<file path="config.mk">
export PLATFORM = sky130hd
export DESIGN_NAME = ahbToApbBridge
export DESIGN_NICKNAME = d
export VERILOG_FILES = /design/src/bridgePkg.sv /design/src/ahbCapture.sv /design/src/bridgeFsm.sv /design/src/apbDriver.sv /design/src/ahbToApbBridge.sv
export SDC_FILE = /design/constraint.sdc
export NUM_CORES = 1
export LEC_CHECK = 0
export BUFFER_PORTS_ARGS = -buffer_cell sky130_fd_sc_hd__buf_2
export CAP_MARGIN = 20
export CORE_MARGIN = 5
export CORE_UTILIZATION = 44
export CTS_CLUSTER_SIZE = 28
export DETAILED_ROUTE_END_ITERATION = 7
export PLACE_DENSITY = 0.82
export SLEW_MARGIN = 15
export SYNTH_ARGS = -nofsm -noshare
export SYNTH_HDL_FRONTEND = slang
export SYNTH_HIERARCHICAL = 1
export SYNTH_SLANG_ARGS = --single-unit
</file>
<file path="constraint.sdc">
create_clock -name HCLK -period 2.65 [get_ports HCLK]
set_clock_uncertainty 0.15 [all_clocks]
set_input_delay 0.265 -clock HCLK [delete_from_list [all_inputs] [get_ports HCLK]]
set_output_delay 0.265 -clock HCLK [all_outputs]
set_load 0.01 [all_outputs]
</file>
<file path="src/bridgePkg.sv">
/*
  Bus widths, peripheral address map, bus encodings and the
  packed command and APB control structs of the AHB to APB bridge
*/
`default_nettype none

package bridgePkg;

  // ----------------------------------------------------------------------
  // Widths
  // ----------------------------------------------------------------------
  // AHB address bus
  localparam int AhbAddrWidth = 32;
  // Data word, same on AHB and APB
  localparam int AhbDataWidth = 32;
  // Only the low part of the address reaches the peripherals
  localparam int PAddrWidth = 16;

  // ----------------------------------------------------------------------
  // Peripheral address map
  // ----------------------------------------------------------------------
  // Field of HADDR that picks the peripheral
  localparam int SelMsb = 27;
  localparam int SelLsb = 24;
  // Register block
  localparam logic [SelMsb-SelLsb:0] RegsBase = 4'h0;
  // Interrupt controller
  localparam logic [SelMsb-SelLsb:0] IntcBase = 4'h1;

  // HTRANS encoding
  typedef enum logic [1:0] {
    TransIdle   = 2'b00,
    TransBusy   = 2'b01,
    TransNonSeq = 2'b10,
    TransSeq    = 2'b11
  } hTransT;

  // HRESP encoding, bridge only ever answers OKAY
  typedef enum logic [1:0] {
    RespOkay  = 2'b00,
    RespError = 2'b01,
    RespRetry = 2'b10,
    RespSplit = 2'b11
  } hRespT;

  // APB sequencing states
  typedef enum logic [1:0] {
    StIdle      = 2'b00,
    StWriteWait = 2'b01,
    StSetup     = 2'b10,
    StEnable    = 2'b11
  } bridgeStateT;

  typedef logic [AhbAddrWidth-1:0] ahbAddrT;
  typedef logic [AhbDataWidth-1:0] ahbDataT;
  typedef logic [PAddrWidth-1:0]   pAddrT;

  // Address phase controls kept for the data phase
  typedef struct packed {
    ahbAddrT addr;
    logic    write;
  } ahbCmdT;

  // APB control outputs, PWDATA travels on its own
  typedef struct packed {
    pAddrT pAddr;
    logic  pWrite;
    logic  pSelRegs;
    logic  pSelIntc;
    logic  pEnable;
  } apbCtrlT;

endpackage

`default_nettype wire

</file>
<file path="src/ahbCapture.sv">
/*
  Valid AHB transfer detection and the address phase command register
*/
`timescale 1ns/10ps
`default_nettype none

module ahbCapture (
  input  logic              HCLK,
  input  logic              HRESETn,
  input  logic              HSELAHBAPB,
  input  bridgePkg::hTransT HTRANS,
  input  logic              HWRITE,
  input  bridgePkg::ahbAddrT HADDR,
  input  logic              HREADYIn,
  output logic              cmdValid,
  output bridgePkg::ahbCmdT cmd
);
  import bridgePkg::*;

  // Real transfer to the bridge in this address phase
  logic accept;

  // IDLE and BUSY are ignored, and nothing is taken while the bus waits
  assign accept = HSELAHBAPB && HREADYIn &&
                  ((HTRANS == TransNonSeq) || (HTRANS == TransSeq));

  // One cycle pulse per accepted transfer, lines up with the data phase
  always_ff @(posedge HCLK)
  begin
    if (!HRESETn)
      cmdValid <= 1'b0;
    else
      cmdValid <= accept;
  end

  // Address and direction held until the next accepted transfer
  always_ff @(posedge HCLK)
  begin
    if (accept)
    begin
      cmd.addr  <= HADDR;
      cmd.write <= HWRITE;
    end
  end

endmodule

`default_nettype wire

</file>
<file path="src/bridgeFsm.sv">
/*
  APB sequencing state machine with registered HREADYOut wait states
*/
`timescale 1ns/10ps
`default_nettype none

module bridgeFsm (
  input  logic                   HCLK,
  input  logic                   HRESETn,
  input  logic                   cmdValid,
  input  bridgePkg::ahbCmdT      cmd,
  output bridgePkg::bridgeStateT state,
  output logic                   loadSetup,
  output logic                   HREADYOut
);
  import bridgePkg::*;

  bridgeStateT nextState;
  // Next value of the ready register
  logic        readyNext;

  // ----------------------------------------------------------------------
  // Next state
  // ----------------------------------------------------------------------
  always_comb
  begin
    case (state)
      // Waiting for a transfer
      StIdle:
      begin
        if (cmdValid)
          // Writes need one cycle to get HWDATA into PWDATA
          nextState = cmd.write ? StWriteWait : StSetup;
        else
          nextState = StIdle;
      end
      // PWDATA is being loaded
      StWriteWait:
        nextState = StSetup;
      // PSEL up, PENABLE follows
      StSetup:
        nextState = StEnable;
      // Last APB cycle, a new transfer may chain straight on
      StEnable:
      begin
        if (cmdValid)
          nextState = cmd.write ? StWriteWait : StSetup;
        else
          nextState = StIdle;
      end
      // Recover from a bad encoding
      default:
        nextState = StIdle;
    endcase
  end

  always_ff @(posedge HCLK)
  begin
    if (!HRESETn)
      state <= StIdle;
    else
      state <= nextState;
  end

  // APB driver loads address and selects when setup comes next
  assign loadSetup = (nextState == StSetup);

  // ----------------------------------------------------------------------
  // HREADYOut
  // ----------------------------------------------------------------------
  // Wait states while PWDATA loads and during setup,
  // so the data phase ends in the enable cycle
  assign readyNext = !((nextState == StWriteWait) || (nextState == StSetup));

  // Registered for a clean output path onto the AHB
  always_ff @(posedge HCLK)
  begin
    if (!HRESETn)
      HREADYOut <= 1'b1;
    else
      HREADYOut <= readyNext;
  end

endmodule

`default_nettype wire

</file>
<file path="src/apbDriver.sv">
/*
  Peripheral select decode, APB control output registers
  and the PWDATA register
*/
`timescale 1ns/10ps
`default_nettype none

module apbDriver (
  input  logic                   HCLK,
  input  logic                   HRESETn,
  input  bridgePkg::bridgeStateT state,
  input  logic                   loadSetup,
  input  bridgePkg::ahbCmdT      cmd,
  input  bridgePkg::ahbDataT     HWDATA,
  output bridgePkg::apbCtrlT     apb,
  output bridgePkg::ahbDataT     PWDATA
);
  import bridgePkg::*;

  // Peripheral field of the captured address
  logic [SelMsb-SelLsb:0] selField;
  logic                   selRegs;
  logic                   selIntc;

  // ----------------------------------------------------------------------
  // Address decode
  // ----------------------------------------------------------------------
  assign selField = cmd.addr[SelMsb:SelLsb];

  // Unmapped field values select nothing,
  // the rest of the APB cycle still runs
  assign selRegs = (selField == RegsBase);
  assign selIntc = (selField == IntcBase);

  // ----------------------------------------------------------------------
  // APB control registers
  // ----------------------------------------------------------------------
  always_ff @(posedge HCLK)
  begin
    if (!HRESETn)
    begin
      apb <= '0;
    end
    else
    begin
      // High for exactly the cycle after setup
      apb.pEnable <= (state == StSetup);
      if (loadSetup)
      begin
        // Start of a setup phase
        apb.pAddr    <= cmd.addr[PAddrWidth-1:0];
        apb.pWrite   <= cmd.write;
        apb.pSelRegs <= selRegs;
        apb.pSelIntc <= selIntc;
      end
      else if (state == StEnable)
      begin
        // Transfer done, drop the selects
        // address and direction stay as they were
        apb.pSelRegs <= 1'b0;
        apb.pSelIntc <= 1'b0;
      end
    end
  end

  // ----------------------------------------------------------------------
  // Write data
  // ----------------------------------------------------------------------
  // HWDATA is stable in the wait state, held through setup and enable
  always_ff @(posedge HCLK)
  begin
    if (!HRESETn)
      PWDATA <= '0;
    else if (state == StWriteWait)
      PWDATA <= HWDATA;
  end

endmodule

`default_nettype wire

</file>
<file path="src/ahbToApbBridge.sv">
/*
  AHB to APB bridge top level, capture, state machine and APB driver
*/
`timescale 1ns/10ps
`default_nettype none

module ahbToApbBridge (
  input  logic                HCLK,
  input  logic                HRESETn,
  // AHB slave side
  input  logic                HSELAHBAPB,
  input  bridgePkg::hTransT   HTRANS,
  input  logic                HWRITE,
  input  bridgePkg::ahbAddrT  HADDR,
  input  bridgePkg::ahbDataT  HWDATA,
  input  logic                HREADYIn,
  output logic                HREADYOut,
  output bridgePkg::hRespT    HRESP,
  output bridgePkg::ahbDataT  HRDATA,
  // APB master side
  output bridgePkg::apbCtrlT  apb,
  output bridgePkg::ahbDataT  PWDATA,
  input  bridgePkg::ahbDataT  PRDATA
);
  import bridgePkg::*;

  // Captured transfer
  logic        cmdValid;
  ahbCmdT      cmd;
  // Sequencing towards the APB driver
  bridgeStateT state;
  logic        loadSetup;

  // ----------------------------------------------------------------------
  // Address phase capture
  // ----------------------------------------------------------------------
  ahbCapture i_capture (
    .HCLK       (HCLK),
    .HRESETn    (HRESETn),
    .HSELAHBAPB (HSELAHBAPB),
    .HTRANS     (HTRANS),
    .HWRITE     (HWRITE),
    .HADDR      (HADDR),
    .HREADYIn   (HREADYIn),
    .cmdValid   (cmdValid),
    .cmd        (cmd)
  );

  // Wait states and APB phase sequencing
  bridgeFsm i_fsm (
    .HCLK      (HCLK),
    .HRESETn   (HRESETn),
    .cmdValid  (cmdValid),
    .cmd       (cmd),
    .state     (state),
    .loadSetup (loadSetup),
    .HREADYOut (HREADYOut)
  );

  // APB outputs
  apbDriver i_driver (
    .HCLK      (HCLK),
    .HRESETn   (HRESETn),
    .state     (state),
    .loadSetup (loadSetup),
    .cmd       (cmd),
    .HWDATA    (HWDATA),
    .apb       (apb),
    .PWDATA    (PWDATA)
  );

  // No error paths, every transfer completes
  assign HRESP = RespOkay;

  // Read data only valid in the enable cycle, where HREADYOut is high
  assign HRDATA = PRDATA;

endmodule

`default_nettype wire

</file>
==> results.txt, run 1 <==
- Largest buffer count on any clock path: 2
* Total count of max-transition violations in the final report: 0
- In this run the number of H-tree levels came out at 3.
- Cell count after placement: 425
- The floorplan step defined a die boundary enclosing 8440 um2.
- Overall overflow remaining after global route: 0
- Transition time at the pin with the least slew margin: 0.513 ns
- In this run the vertical extent of the chip is 91.9 um.
- CP startpoint: i_fsm/state[0]
- Post-DR wirelength/cell: 13.6 um
- Final total negative setup slack: 0 ns
- Once the floorplan was initialized, standard cells occupied 45.9% of the core.
- Port Buffers: 110
- Source-to-sink clock delay at the later pin of the worst-skew pair: 0.34 ns
* Biggest fanout along the worst timing path: 10
- For this run, design rule violations remaining after detail routing come to 0.
- After layout, the worst path uses 81.4% of the clock period.
* Met2 routing resource usage after global routing: 27.4%
- In this run switching power makes up 22.0% of total power.
- Detailed placement finished with a half-perimeter wire length of 4.17 mm.
- The setup path with the least slack is of type flop to flop.
- Initial antenna violation count: 0
- Starting DRC count in detailed routing: 84
- The routed design could run at a clock period as short as 2.16 ns.
- Internal portion of total power: 2030 uW
- In this run the most used layer during global routing was met2.
- The first global-routing pass estimated 10.6 mm of wire.
- Global routing consumed, on the met1 layer, 17.2% of the routing resources.
- Combinational power share: 10.6%
- Critical path startpoint category: flop
* Power per standard cell area: 665 nW/um2
- Post-CTS Hold Buffers: 41
* Number of violations of the max-capacitance limit: 0
- Final number of setup-violating endpoints: 0
* Number of fill cells: 526
- Maximum clock frequency: 0.464 GHz
- Part of the total power dissipated in sequential elements: 49.3%
- Worst slew margin relative to its limit: 65.6%
- In the final design database the tool counted 507 nets.
- Number of diodes: 0
* Std-Cell Rows: 29
- Most frequent standard cell in the layout excluding fill and tap cells: buf_2
- Final Hold Viols: 0
* Routed vias: 2235
* Share of total power in the clock network: 40.1%
* CTS tree: built
- The count of nets left with antenna violations once routing finished came out at 0.
* Vias in the first global route: 2270
- Commonest non-fill, non-tap cells in the layout: 110 x buf_2, 65 x nand2_1, 56 x dfxtp_1
* Net switching component of the power: 575 uW
- Fraction of final layout cells with drive strength greater than 1: 33.5%
- Clock-pin slew was measured on the worst setup and hold paths at 0.08 ns.
- Setup repair after global routing left no endpoint under its margin.
- Clock tree sinks: 77
* Global-route track usage on met3: 5.24%
- The startpoint identified for the worst register-to-register timing path is i_fsm/state[0].
* Post-synthesis to final-layout area growth: 33.1%
- Buffers added to address setup during post-CTS repair amount to 0.
- Critical hold path startpoint: HWDATA[7]
* Maximum number of pins on one net before global-route repair: 33
- Warning count from the yosys run: 6
* Synthesized area per cell: 10.5 um2
- The run finished with clean final reports.
- Once layout is complete, the cells apart from fillers number 483.
- The synthesized netlist occupies a cell area of 2950 um2.
- Pin placement for this block handled 190 I/O pins.
- The analysis attributes to cell leakage a power of 0.00170 uW.
* Ratio of routed vias to standard cells: 4.63
* Worst slack after detailed placement: 0.496 ns
* Clock root cell: clkbuf_8
- DRT Pass-1 Iters: 4
* Cell count after synthesis: 281
* Tightest Hold Check Type: primary input to flop
* Setup crit end kind: flop
- CTS-repair resized insts: 0
* Maximum vdd drop: 0.501 mV
* Data arrival time of the critical path: 2.22 ns
* Aggregate global-route resource usage: 15.8%
- PnR worst setup slack: 0.494 ns
* Gp weighted congestion: 0.702
- Cells fill 61.1% of the core in the end.
- Buffers inserted during clock tree synthesis total 9.
- Total core area: 6420 um2
* Worst endpoint required time: 2.72 ns
* Width of the chip: 91.9 um
- The final layout contains routed wiring with a total length of 6.59 mm.
[power by group through the flow]
| stage | Clock (uW) | Sequential [uW] | Combinational, uW |
|---|---|---|---|
| 2_1_floorplan | 0 | 1330 | 171 |
| 3_3_place_gp | 0 | 1310 | 224 |
| 3_5_place_dp | 0 | 1310 | 231 |
| 4_1_cts | 1070 | 1290 | 277 |
| 5_1_grt | 1130 | 1290 | 306 |
| 6_report | 1050 | 1290 | 278 |
[registers in the layout, indices dropped and copies added, names as in the netlist]
name / cells
i_driver/PWDATA: 32
i_fsm/state: 2
i_capture/cmd: 21
i_capture/cmdValid: 1
i_fsm/HREADYOut: 1
i_driver/apb: 20
[critical path, stage by stage, from the launching register on]
cell and delay, ns:
dfxtp_1 0.41, inv_1 0.07, ha_1 0.30, a31oi_1 0.20, or2_1 0.14, ha_1 0.22, buf_4 0.24, mux2i_1 0.23
nor2_1 0.06
[worst paths after layout]
check                                           end  slack, ns  depth (start not counted)
worst min register to register  i_driver/PWDATA[14]       0.30                          2
worst max register to register     i_driver/apb[10]       0.49                          8
worst min-delay path             i_driver/PWDATA[7]       0.02                          3
worst max-delay path               i_driver/apb[10]       0.49                          8
[cell type report]
cell class	instances	area, um2	share of cell area (%)
timing repair buffer	156	1000	25.5
sequential	77	1750	44.6
clock inverter	6	111	2.84
multi-input combinational	153	822	20.9
clock buffer	10	128	3.25
inverter	4	15.0	0.383
tap	77	96.3	2.45
[per-stage QoR]
step	hold WS [ns]	total power [uW]	cell area [um2]
2_1_floorplan	0.188	1500	2950
3_3_place_gp	0.280	1530	3270
3_5_place_dp	0.293	1540	3270
4_1_cts	0.000174	2640	3920
5_1_grt	0.000599	2730	3930
6_report	0.0169	2610	3930
[per-layer routing]
layer,part of all wire (%),vias to the layer above
met5,0,-
met4,2.4,0
met3,7.4,25
met2,50,83
met1,40,1001
li1,-,1126
No activity file was read; power rests on OpenSTA's default activity.
==> run 2: changes to the inputs <==
CORE_UTILIZATION = 40   (was 44)
PLACE_DENSITY = 0.79   (was 0.82)
clock period = 1.94 ns   (was 2.65 ns; I/O delays follow)
==> results.txt, run 2 (same netlist as run 1, synthesis figures left out) <==
* Result of the run: completed
- Met1 usage in global routing: 16.1% (-1.1 points)
- Biggest fanout along the worst timing path: 5 (-5)
* Cells along the critical path: inv_2 -> ha_4 -> a31oi_2 -> or2_1 -> ha_4 -> buf_6 -> mux2i_1 -> nor2_1
* Number of fill cells: 608 (+16%)
- Leaving out fill and tap cells, the most frequent cell in the layout is buf_2.
* Power per standard cell area: 794 nW/um2 (+19%)
* Tightest Hold Check Type: primary input to output pin
* Wire length of the first global-routing pass: 11.0 mm (+3.3%)
- Cell Area, Placed: 3330 um2 (+2.0%)
- Most frequent cell on the critical path: ha_4
- The number of standard-cell rows in the floorplan came to 31 (+6.9%).
- STA classifies the critical path startpoint as a flop.
* Post-DR wirelength/cell: 13.3 um (-2.6%)
- Share of the cycle needed by the critical path after routing: 94.4% (+13 points)
- Worst slew margin relative to its limit: 64.8% (-0.87 points)
- The clock period minus final worst setup slack was 1.83 ns (-0.324 ns).
- Global-route track usage on met3: 5.00% (-0.23 points)
- Fin nets: 524 (+3.4%)
* Routed vias: 2363 (+5.7%)
* Setup crit end kind: flop
- The number of routed nets with antenna violations was 0 (unchanged).
- CTS placed an instance of clkbuf_8 at the clock tree root.
- Aggregate global-route resource usage: 15.6% (-0.18 points)
- The number of cells traversed by the worst register-to-register path came to 8 (unchanged).
* WS Path Type: flop to flop
- Final total negative setup slack: 0 ns (unchanged)
* Post-synthesis to final-layout area growth: 39.3%
- The post-layout worst setup margin was 0.109 ns (-0.386 ns).
- Fraction of final layout cells with drive strength greater than 1: 34.5% (+1.0 points)
* Source-to-sink clock delay at the later pin of the worst-skew pair: 0.34 ns (about the same)
- Worst reg2reg path endpoint: i_driver/apb[13]
- The number of flip-flops under the largest register name was 32 (unchanged).
* Io pins: 190 (unchanged)
- Number of buffers created by CTS: 9 (unchanged)
- Overall overflow remaining after global route: 0 (unchanged)
* DRT Pass-1 Iters: 5 (+1)
- TritonCTS built the clock tree.
- Number of violations of the max-capacitance limit: 0 (unchanged)
- The number of slew-limit violations in the final report is 0 (unchanged).
- The mean number of vias per cell is 4.53 (-2.2%).
- Origin of the critical flop-to-flop path: i_fsm/state[0]
- The worst-case setup slack after placement is -0.154 ns (-0.649 ns).
* Starting utilization of the core area: 40.9% (-5.0 points)
- CP startpoint: i_fsm/state[0]
* Leak pwr: 0.00176 uW (+3.4%)
- The maximum level of the CTS H-tree was 3 (unchanged).
- Counting flops per register, the top entry is i_driver/PWDATA.
- The total core area came to 7210 um2 (+12%).
- Width of the chip: 95.8 um (+4.3%)
- Critical path's slowest cell: dfxtp_2
* Total routed wirelength: 6.94 mm (+5.2%)
- Number of diodes: 0 (unchanged)
- The data arrival time of the critical path came to 1.90 ns (-0.32 ns).
* GRT Max-Usage Layer: met2
* Maximum number of pins on one net before global-route repair: 51 (+55%)
* Largest incremental delay on the critical path: 0.33 ns (-0.08 ns)
* Final Hold Viols: 0 (unchanged)
- Largest buffer count on any clock path: 2 (unchanged)
* Met2 routing resource usage after global routing: 27.4% (+0.074 points)
- In this run the worst setup path terminates at i_driver/apb[13].
- Gp weighted congestion: 0.721 (+2.6%)
* Worst setup slack for register-to-register paths: 0.11 ns (-0.39 ns)
- Clock tree sinks: 77 (unchanged)
- Commonest non-fill, non-tap cells in the layout: 110 x buf_2, 65 x nand2_1, 56 x dlygate4sd3_1
* Final design instance area without fill: 4110 um2 (+4.6%)
- Half-perimeter wire length after detailed placement: 4.20 mm (+0.67%)
* Area of the die: 9190 um2 (+8.9%)
* Worst endpoint required time: 2.00 ns (-0.72 ns)
- The via count of the first global-routing pass came to 2392 (+5.4%).
- Starting DRC count in detailed routing: 78 (-7.1%)
- Transition time at the pin with the least slew margin: 0.528 ns (+0.0153 ns)
- The number of endpoints failing setup at the final stage came to 0 (unchanged).
- Final hold slack: 0.238 ns (+0.221 ns)
- Registers with the most flip-flops: i_driver/PWDATA: 32 flops, i_capture/cmd: 21 flops, i_driver/apb: 20 flops
* Clock slew at reported path FFs: 0.08 ns (about the same)
- Maximum clock frequency: 0.546 GHz (+18%)
- Port Buffers: 110 (unchanged)
* Number of remaining DRC errors: 0 (unchanged)
- Vert. Die Dim: 95.8 um (+4.3%)
- Initial antenna violation count: 0 (unchanged)
- Maximum vdd drop: 0.597 mV (+19%)
run 2: changes by cell type in the layout (fill, tap and decap cells not counted), sizes merged:
cell,before,now
buf,114,117
inv,4,5
clkbuf,10,11
bufinv,3,0
dlygate4sd3,42,56
clkinv,2,3
run 2: stage by stage:
| step | utilization (%) | power, uW | instances |
|---|---|---|---|
| 6_report | 56.9 | 3260 | 522 |
| 5_1_grt | 56.9 | 3440 | 522 |
| 4_1_cts | 56.6 | 3300 | 522 |
| 3_5_place_dp | 46.1 | 2120 | 450 |
| 3_3_place_gp | 46.1 | 2110 | 450 |
| 2_1_floorplan | - | 2050 | 282 |
run 2: report_power, final:
group,total [uW],switching (uW),internal [uW]
combinational,433,192,240
clock,1070,567,502
sequential,1760,32.7,1730
run 2: routing by layer:
| layer | vias up | wire length, um |
|---|---|---|
| li1 | 1161 | - |
| met1 | 1068 | 2650 |
| met2 | 109 | 3410 |
| met3 | 25 | 615 |
| met4 | 0 | 263 |
| met5 | - | 0 |
run 2: worst min-delay path by stage:
stage | start | endpoint | cells after the start
after floorplan | HRESETn | i_fsm/HREADYOut | 1
after global placement | HADDR[27] | i_capture/cmd[28] | 1
after detailed placement | HADDR[4] | i_capture/cmd[5] | 1
after CTS | PRDATA[16] | HRDATA[16] | 0
after global routing | PRDATA[18] | HRDATA[18] | 0
final | PRDATA[31] | HRDATA[31] | 0
run 2: final cells by class:
class | count | area, um2 | share of cell area [%]
Clock inverter | 5 | 35.0 | 0.853
Clock buffer | 11 | 141 | 3.44
Inverter | 4 | 15.0 | 0.366
Timing Repair Buffer | 173 | 1180 | 28.7
Tap cell | 99 | 124 | 3.02
Multi-Input combinational cell | 153 | 857 | 20.9
Sequential cell | 77 | 1750 | 42.7
run 2: critical path, delay by kind of cell, from the launching register on:
| kind | cells | cell delay (ns) |
|---|---|---|
| adder cells (fa/ha/maj) | 2 | 0.43 |
| flip-flops | 1 | 0.33 |
| AND/OR/NAND/NOR | 2 | 0.22 |
| multiplexers | 1 | 0.21 |
| buffers and inverters | 2 | 0.18 |
| AO/OA/AOI/OAI | 1 | 0.18 |
run 2: what timing repair did:
item | CTS | global route
pin swaps | 2 | 2
setup endpoints to repair | 18 | 19
buffers inserted | 0 | 0
hold buffers | 56 | 0
gates cloned | 0 | 0
hold endpoints to repair | 55 | 0
resized for setup | 3 | 5
